## config.mk

```make
export PLATFORM = sky130hd
export DESIGN_NAME = eccMem
export DESIGN_NICKNAME = d
export VERILOG_FILES = /design/src/design/hsiaoEccPkg.sv /design/src/design/eccArray.sv /design/src/design/eccMem.sv /design/src/design/eccScrubber.sv /design/src/design/hsiaoEccCor.sv /design/src/design/hsiaoEccEnc.sv
export SDC_FILE = /design/constraint.sdc
export NUM_CORES = 2
export LEC_CHECK = 0
export BUFFER_PORTS_ARGS = -buffer_cell sky130_fd_sc_hd__clkbuf_2
export CAP_MARGIN = 10
export CORE_MARGIN = 2
export CORE_UTILIZATION = 55
export DETAILED_ROUTE_END_ITERATION = 8
export HOLD_SLACK_MARGIN = 0.06
export PLACE_DENSITY = 0.71
export SLEW_MARGIN = 20
export SYNTH_ARGS = -nofsm -noshare
export SYNTH_HDL_FRONTEND = slang
export SYNTH_SLANG_ARGS = --single-unit
```

## constraint.sdc

```tcl
create_clock -name clk -period 15.5 [get_ports clk]
set_input_delay 3.1 -clock clk [delete_from_list [all_inputs] [get_ports clk]]
set_output_delay 3.1 -clock clk [all_outputs]
set_load 0.01 [all_outputs]
```

## src/design/hsiaoEccPkg.sv

```systemverilog
/* Hsiao SECDED package for the ECC memory
   Widths, codeword and bus types, and the constant parity-check matrix */
package hsiaoEccPkg;

  // Payload and check widths, 7 check bits being the minimum for SECDED on 32 bits
  localparam int unsigned DataWidth  = 32;
  localparam int unsigned ProtWidth  = 7;
  localparam int unsigned TotalWidth = DataWidth + ProtWidth;

  // Array geometry
  localparam int unsigned AddrWidth = 6;
  localparam int unsigned Depth     = 2 ** AddrWidth;

  // Error event counters saturate at all ones
  localparam int unsigned CountWidth = 16;

  // Check field sits above the data field in the codeword
  typedef struct packed {
    logic [ProtWidth-1:0] prot;
    logic [DataWidth-1:0] data;
  } eccWordFields_s;

  // The matrix sees a flat vector while the datapath sees data and check fields
  typedef union packed {
    logic [TotalWidth-1:0] bits;
    eccWordFields_s        fields;
  } eccWord_u;

  // Same bit order as the usual two-bit status, correction in bit 0
  typedef struct packed {
    logic uncorrectable;
    logic corrected;
  } eccErr_s;

  // One write into the codeword array
  typedef struct packed {
    logic                 en;
    logic [AddrWidth-1:0] addr;
    eccWord_u             word;
  } eccWrReq_s;

  // One read result, the address travels along for write-back
  typedef struct packed {
    logic                 valid;
    logic [AddrWidth-1:0] addr;
    eccWord_u             word;
  } eccRdRsp_s;

  // One row per check bit, one column per codeword bit
  typedef logic [ProtWidth-1:0][TotalWidth-1:0] hsiaoMatrix_t;

  // One syndrome pattern per codeword bit
  typedef logic [TotalWidth-1:0][ProtWidth-1:0] corrMatrix_t;

  // Data columns take odd-weight patterns of weight three or more in increasing
  // numeric order, check columns form the identity
  function automatic hsiaoMatrix_t buildHsiaoMatrix();
    hsiaoMatrix_t         m;
    logic [ProtWidth-1:0] pat;
    int                   col;
    int                   weight;
    m   = '0;
    col = 0;
    for (int v = 1; v < (1 << ProtWidth); v++) begin
      pat    = ProtWidth'(v);
      weight = $countones(pat);
      if ((col < DataWidth) && (weight >= 3) && (weight % 2 == 1)) begin
        for (int r = 0; r < ProtWidth; r++) begin
          m[r][col] = pat[r];
        end
        col++;
      end
    end
    // Each check bit covers only itself among the check columns
    for (int r = 0; r < ProtWidth; r++) begin
      m[r][DataWidth+r] = 1'b1;
    end
    return m;
  endfunction

  // Column view of the matrix, used to match a syndrome to a bit position
  function automatic corrMatrix_t transposeMatrix(hsiaoMatrix_t m);
    corrMatrix_t c;
    for (int col = 0; col < TotalWidth; col++) begin
      for (int r = 0; r < ProtWidth; r++) begin
        c[col][r] = m[r][col];
      end
    end
    return c;
  endfunction

  localparam hsiaoMatrix_t HsiaoCodes = buildHsiaoMatrix();
  localparam corrMatrix_t  CorrCodes  = transposeMatrix(HsiaoCodes);

endpackage

```

## src/design/eccArray.sv

```systemverilog
/* Codeword storage for the ECC memory
   One write port and one registered read port that returns the address along with the word */
module eccArray import hsiaoEccPkg::*; (
  input  logic                 clk,
  input  logic                 rst,
  input  eccWrReq_s            wr,
  input  logic                 rdEn,
  input  logic [AddrWidth-1:0] rdAddr,
  output eccRdRsp_s            rsp
);

  eccWord_u mem [Depth];

  // Read response registers
  logic                 rspValid;
  logic [AddrWidth-1:0] rspAddr;
  eccWord_u             rspWord;

  // Write completes at the edge
  always_ff @(posedge clk) begin
    if (wr.en) begin
      mem[wr.addr] <= wr.word;
    end
  end

  // A read in the same cycle as a write to that address sees the old word
  always_ff @(posedge clk) begin
    if (rdEn) begin
      rspAddr <= rdAddr;
      rspWord <= mem[rdAddr];
    end
  end

  // The response is valid for one cycle after each read request
  always_ff @(posedge clk) begin
    if (rst) begin
      rspValid <= 1'b0;
    end else begin
      rspValid <= rdEn;
    end
  end

  assign rsp = '{valid: rspValid, addr: rspAddr, word: rspWord};

endmodule

```

## src/design/eccMem.sv

```systemverilog
/* ECC-protected memory of 64 words of 32 bits
   Hsiao SECDED with error injection on write and scrubbing on read */
module eccMem import hsiaoEccPkg::*; (
  input  logic                  clk,
  input  logic                  rst,
  input  logic                  wrEn,
  input  logic [AddrWidth-1:0]  wrAddr,
  input  logic [DataWidth-1:0]  wrData,
  input  logic [TotalWidth-1:0] injMask,
  input  logic                  rdEn,
  input  logic [AddrWidth-1:0]  rdAddr,
  output logic                  rdValid,
  output logic [DataWidth-1:0]  rdData,
  output eccErr_s               rdErr,
  output logic [CountWidth-1:0] corrCount,
  output logic [CountWidth-1:0] uncorrCount
);

  eccWord_u  encWord;
  eccWrReq_s extWr;
  eccWrReq_s arrWr;
  eccRdRsp_s rsp;
  eccWord_u  corrWord;
  eccErr_s   corrErr;

  hsiaoEccEnc hsiaoEccEnc_i (
    .data    (wrData),
    .injMask (injMask),
    .word    (encWord)
  );

  // Bundle the encoded write for the arbiter
  assign extWr = '{en: wrEn, addr: wrAddr, word: encWord};

  eccArray eccArray_i (
    .clk    (clk),
    .rst    (rst),
    .wr     (arrWr),
    .rdEn   (rdEn),
    .rdAddr (rdAddr),
    .rsp    (rsp)
  );

  // The syndrome itself is not needed past the corrector
  hsiaoEccCor hsiaoEccCor_i (
    .in       (rsp.word),
    .out      (corrWord),
    .syndrome (),
    .err      (corrErr)
  );

  eccScrubber eccScrubber_i (
    .clk         (clk),
    .rst         (rst),
    .extWr       (extWr),
    .rsp         (rsp),
    .corrWord    (corrWord),
    .err         (corrErr),
    .arrWr       (arrWr),
    .rdValid     (rdValid),
    .rdData      (rdData),
    .rdErr       (rdErr),
    .corrCount   (corrCount),
    .uncorrCount (uncorrCount)
  );

endmodule

```

## src/design/eccScrubber.sv

```systemverilog
/* Read result stage and write-back arbiter for the ECC memory
   Registers corrected reads, holds one pending scrub write and counts error events */
module eccScrubber import hsiaoEccPkg::*; (
  input  logic                  clk,
  input  logic                  rst,
  input  eccWrReq_s             extWr,
  input  eccRdRsp_s             rsp,
  input  eccWord_u              corrWord,
  input  eccErr_s               err,
  output eccWrReq_s             arrWr,
  output logic                  rdValid,
  output logic [DataWidth-1:0]  rdData,
  output eccErr_s               rdErr,
  output logic [CountWidth-1:0] corrCount,
  output logic [CountWidth-1:0] uncorrCount
);

  // One-entry holder for the pending write-back
  logic                 heldEn;
  logic [AddrWidth-1:0] heldAddr;
  eccWord_u             heldWord;

  // External write seen by the array on the previous edge
  logic                 lastExtEn;
  logic [AddrWidth-1:0] lastExtAddr;

  logic staleRsp;
  logic wbLoad;
  logic wbIssue;
  logic wbCancel;

  // Adds one unless the counter already sits at all ones
  function automatic logic [CountWidth-1:0] satInc(logic [CountWidth-1:0] count, logic hit);
    logic [CountWidth-1:0] next;
    next = count;
    if (hit && (count != '1)) begin
      next = count + 1'b1;
    end
    return next;
  endfunction

  // The response is stale if its address was written on the edge it was read,
  // or is being written now, so its repair must not overwrite newer data
  assign staleRsp = (lastExtEn && (lastExtAddr == rsp.addr)) ||
                    (extWr.en && (extWr.addr == rsp.addr));

  assign wbLoad   = rsp.valid && err.corrected && !staleRsp;
  assign wbIssue  = heldEn && !extWr.en;
  assign wbCancel = extWr.en && (extWr.addr == heldAddr);

  // External writes always win, the held entry goes out on an idle cycle
  always_comb begin
    if (extWr.en) begin
      arrWr = extWr;
    end else begin
      arrWr = '{en: heldEn, addr: heldAddr, word: heldWord};
    end
  end

  // A new correction replaces whatever is held
  always_ff @(posedge clk) begin
    if (rst) begin
      heldEn <= 1'b0;
    end else if (wbLoad) begin
      heldEn <= 1'b1;
    end else if (wbIssue || wbCancel) begin
      heldEn <= 1'b0;
    end
  end

  always_ff @(posedge clk) begin
    if (wbLoad) begin
      heldAddr <= rsp.addr;
      heldWord <= corrWord;
    end
  end

  always_ff @(posedge clk) begin
    if (rst) begin
      lastExtEn <= 1'b0;
    end else begin
      lastExtEn <= extWr.en;
    end
  end

  always_ff @(posedge clk) begin
    lastExtAddr <= extWr.addr;
  end

  // Result stage, data and status are only meaningful with rdValid
  always_ff @(posedge clk) begin
    if (rst) begin
      rdValid <= 1'b0;
    end else begin
      rdValid <= rsp.valid;
    end
  end

  always_ff @(posedge clk) begin
    if (rsp.valid) begin
      rdData <= corrWord.fields.data;
      rdErr  <= err;
    end
  end

  // Every checked read counts, including repeated hits on the same word
  always_ff @(posedge clk) begin
    if (rst) begin
      corrCount   <= '0;
      uncorrCount <= '0;
    end else begin
      corrCount   <= satInc(corrCount, rsp.valid && err.corrected);
      uncorrCount <= satInc(uncorrCount, rsp.valid && err.uncorrectable);
    end
  end

endmodule

```

## src/design/hsiaoEccCor.sv

```systemverilog
/* Hsiao SECDED corrector
   Computes the syndrome, repairs a single flipped bit and classifies the error */
module hsiaoEccCor import hsiaoEccPkg::*; (
  input  eccWord_u             in,
  output eccWord_u             out,
  output logic [ProtWidth-1:0] syndrome,
  output eccErr_s              err
);

  // Odd syndrome weight points to one flipped bit
  logic singleError;

  // Syndrome bit r rechecks row r over the whole codeword
  // With identity check columns this equals stored versus recomputed check bit
  always_comb begin
    for (int r = 0; r < ProtWidth; r++) begin
      syndrome[r] = ^(in.bits & HsiaoCodes[r]);
    end
  end

  // Flip the one bit whose column pattern matches the syndrome
  // A zero syndrome matches no column, so a clean word passes unchanged
  always_comb begin
    for (int i = 0; i < TotalWidth; i++) begin
      out.bits[i] = in.bits[i] ^ (syndrome == CorrCodes[i]);
    end
  end

  // All columns have odd weight, so one error gives an odd syndrome
  // and two errors give a nonzero even one
  assign singleError = ^syndrome;

  assign err.corrected     = singleError;
  assign err.uncorrectable = ~singleError & (|syndrome);

endmodule

```

## src/design/hsiaoEccEnc.sv

```systemverilog
/* Hsiao SECDED encoder
   Builds the codeword for write data and applies the error injection mask */
module hsiaoEccEnc import hsiaoEccPkg::*; (
  input  logic [DataWidth-1:0]  data,
  input  logic [TotalWidth-1:0] injMask,
  output eccWord_u              word
);

  // Codeword before any injected flips
  eccWord_u clean;

  always_comb begin
    clean.fields.data = data;
    // Each check bit is the parity of the data bits in its matrix row
    for (int r = 0; r < ProtWidth; r++) begin
      clean.fields.prot[r] = ^(data & HsiaoCodes[r][DataWidth-1:0]);
    end
  end

  // The mask may hit data and check bits alike
  // A zero mask passes the clean codeword through
  assign word.bits = clean.bits ^ injMask;

endmodule

```

==> flow_summary.ini <==
[outcome]
status = complete, no violations

[clock_network]
cts_sinks = 2662
cts_tree = done
cts-buffers-inserted = 278
clock_path_buffers = 4
postCtsSetupRepairBufs = 0
clk_pin_slew_ns = 0.06
cts_hold_buf = 0
clock_latency_ns = 0.93
root_buffer = clkbuf_16
cts-htree-levels = 5
cts_resized = 0

[power_and_ir_drop]
p_total_mw = 18.1
power_per_cell_area_nw_per_um2 = 155
ir_drop_mv = 0.264
p_leak_nw = 36.3

[timing]
fin_crit_ns = 6.94
fin_crit_sh = 0.448
skew_ns = 0.0486
layout_setup_ws_ns = 8.56
slew_headroom = 0.220
fin_hold_ws_ns = 0.505
maxSlewViolCount = 0
tightestPinTransition_ns = 1.17
setup_tns_ns = 0
rsz0062_at_grt = false
hold_viol = 0
setup_violations = 0
max_freq_ghz = 0.144

[setup_path]
slowest_delay_ns = 0.93
cp_slowest_cell = buf_4
end_kind = flop
timing.critical_path.buf_inv = 3
crit_path_max_fanout = 86
path_class = in2reg
cp.required_ns = 16.10
cp_top_family = buffers and inverters
worstPathArrival_ns = 7.55
crit_chain = buf_8 -> buf_4 -> buf_4 -> mux4_2 -> mux4_2 -> a22oi_1 -> nand2_1
critPathLaunchType = input port

[logic_synthesis]
netlist_instances = 4513
async_reset_ff_frac = 0
synth_seq_area_share = 0.770
ys_types = 54
synthesis.nets = 4611
synth.avg_cell_area_um2 = 22.9
synth-main-ff-cell = edfxtp_1
syn_area_um2 = 103000
yosys_warnings = 0
synth_edf_count = 2620
ys_ff_latch = 2662

[placed_design]
port_buffers = 153
gp_congestion = 0.909
pre_cts_ws_ns = 7.83
dp_hpwl_um = 136000

[detailed_routing]
dr.first_iter.drc_count = 7663
dr.pass1.iters = 5
wire_per_inst_um = 35.8
wl_um = 271000
drc = 0
viasPerCell = 6.67
vias = 50328
ant_nets = 0

[layout]
drive_gt1_frac = 0.301
fin_nets = 4961
area_growth_pct = 13.1

[run]
max_cap_viol_count = 0

[floorplanning]
initial_utilization = 0.552
die_h_um = 437
rows = 159
die_x_um = 437
die_area_um2 = 191000
pin_count = 154
core_region_area_um2 = 187000

[grt]
overflow = 0
grt_pass1_wl_um = 379000
grt_max_degree = 98
grt_antenna_before_repair = 9
grt_util_all_layers = 0.285
grt_pass1_vias = 49805

[hold_path]
hold_path.class = reg2reg
[where the power goes]
| group | total [mW] | internal (mW) | switching [mW] |
|---|---|---|---|
| combinational | 2.79 | 0.684 | 2.11 |
| clock | 6.26 | 3.65 | 2.62 |
| sequential | 9.00 | 8.90 | 0.0999 |
| total | 18.1 | 13.2 | 4.83 |
[state kept, by name, summed over array words and instances, names as in the netlist, 6 cells and up]
| name | cells |
|---|---|
| eccArray_i.mem | 2496 |
| eccArray_i.rspAddr | 6 |
| eccArray_i.rspWord | 39 |
| eccScrubber_i.corrCount | 16 |
| eccScrubber_i.heldAddr | 6 |
| eccScrubber_i.heldWord | 39 |
| eccScrubber_i.lastExtAddr | 6 |
| eccScrubber_i.rdData | 32 |
| eccScrubber_i.uncorrCount | 16 |
[worst paths after layout]
path	startpoint	slack [ns]	cells after the start	to
min	eccScrubber_i.uncorrCount[10]$_SDFFE_PP0P_	0.51	2	eccScrubber_i.uncorrCount[10]$_SDFFE_PP0P_
max reg2reg	eccArray_i.rspWord[29]$_DFFE_PP_	9.76	13	eccScrubber_i.heldWord[11]$_DFFE_PP_
max	rdAddr[2]	8.56	7	eccArray_i.rspWord[6]$_DFFE_PP_
min reg2reg	eccScrubber_i.uncorrCount[10]$_SDFFE_PP0P_	0.51	2	eccScrubber_i.uncorrCount[10]$_SDFFE_PP0P_
[cell families after synthesis]
family	count (synthesis)	share of synthesized area
adder cells (fa/ha/maj)	11	0.00133
XOR/XNOR	249	0.0216
buffers and inverters	236	0.00895
flip-flops	2662	0.770
AO/OA/AOI/OAI	199	0.0127
multiplexers	805	0.170
AND/OR/NAND/NOR	351	0.0159
[cells in the final DEF (no fill, tap or decap), types with 5 or more instances in the layout]
cell type | netlist | routed
a21oi_1 | 65 | 31
a21oi_4 | 0 | 34
a22oi_1 | 92 | 92
and3_1 | 12 | 12
buf_4 | 1 | 138
bufinv_16 | 0 | 17
clkbuf_1 | 139 | 58
clkbuf_16 | 0 | 287
clkbuf_2 | 0 | 147
clkinv_1 | 1 | 61
clkinv_2 | 0 | 34
dfxtp_1 | 42 | 41
diode_2 | 0 | 8
edfxtp_1 | 2620 | 2620
ha_1 | 11 | 11
inv_1 | 9 | 9
mux2_1 | 5 | 5
mux2i_1 | 40 | 40
mux4_2 | 754 | 754
nand2_1 | 87 | 87
nand2b_1 | 7 | 7
nand3_1 | 25 | 25
nand4_1 | 28 | 28
nor2_1 | 131 | 66
nor2_4 | 0 | 65
nor2b_1 | 18 | 15
nor3_1 | 6 | 5
nor4_1 | 9 | 9
o21ai_0 | 14 | 13
o22ai_1 | 9 | 9
o31ai_1 | 5 | 5
or3_1 | 9 | 9
xnor2_1 | 209 | 207
xnor2_2 | 3 | 5
xor2_1 | 35 | 35
[layout make-up]
type                       instances  area (um^2)
multi-input combinational       1615        23800
fill                           12202        70400
tap                             2495         3120
sequential                      2662        79500
clock inverter                   119          972
antenna                            8         20.0
inverter                          10         37.5
clock buffer                     345         7400
timing repair buffer             296         1950
[synthesized netlist by cell type (all sizes together), types with 2 or more instances]
cell type  instances  area [um^2]
nand4             28          175
nand2             87          327
a211oi             4         42.5
xnor2            212         1880
and4               2         17.5
and2               4         25.0
nor4b              3         26.3
edfxtp          2620        78700
a22oi             92          691
clkbuf           139          522
a21oi             65          325
o21ai             14         70.1
nor2b             18          113
mux4             754        17000
and3              12         75.1
mux2              11          124
o31ai              5         37.5
nor2             131          492
nand3             25          125
or3               10         67.6
a22o               2         17.5
nor3               6         30.0
ha                11          138
inv                9         33.8
dfxtp             42          841
buf               87          365
xor2              35          307
or4                4         30.0
or2                3         18.8
nor4              10         68.8
xnor3              2         46.3
nand2b             7         43.8
mux2i             40          400
o22ai              9         56.3
[metal layers]
layer  part of all wire  vias up  track usage  wire length (um)
met3               0.11      562       0.0616             30300
met2               0.49     3218        0.454            131000
li1                   -    19773            -                 -
met4              0.049        2        0.122             13100
met1               0.35    26773        0.387             95700
met5           0.000037        -            0                10
[worst min-delay path: stages, from the launching register on]
cell     delay, ns
dfxtp_1       0.33
o31ai_1       0.07
a21oi_1       0.06
[stage by stage]
step | util | instances | instance area, um^2
floorplan | - | 4513 | 103000
global route | 0.624 | 7543 | 117000
global placement | 0.579 | 7075 | 108000
detailed placement | 0.579 | 7076 | 108000
finish | 0.624 | 7550 | 117000
CTS | 0.623 | 7540 | 117000
Note: power is estimated with default switching activity, not from simulation.
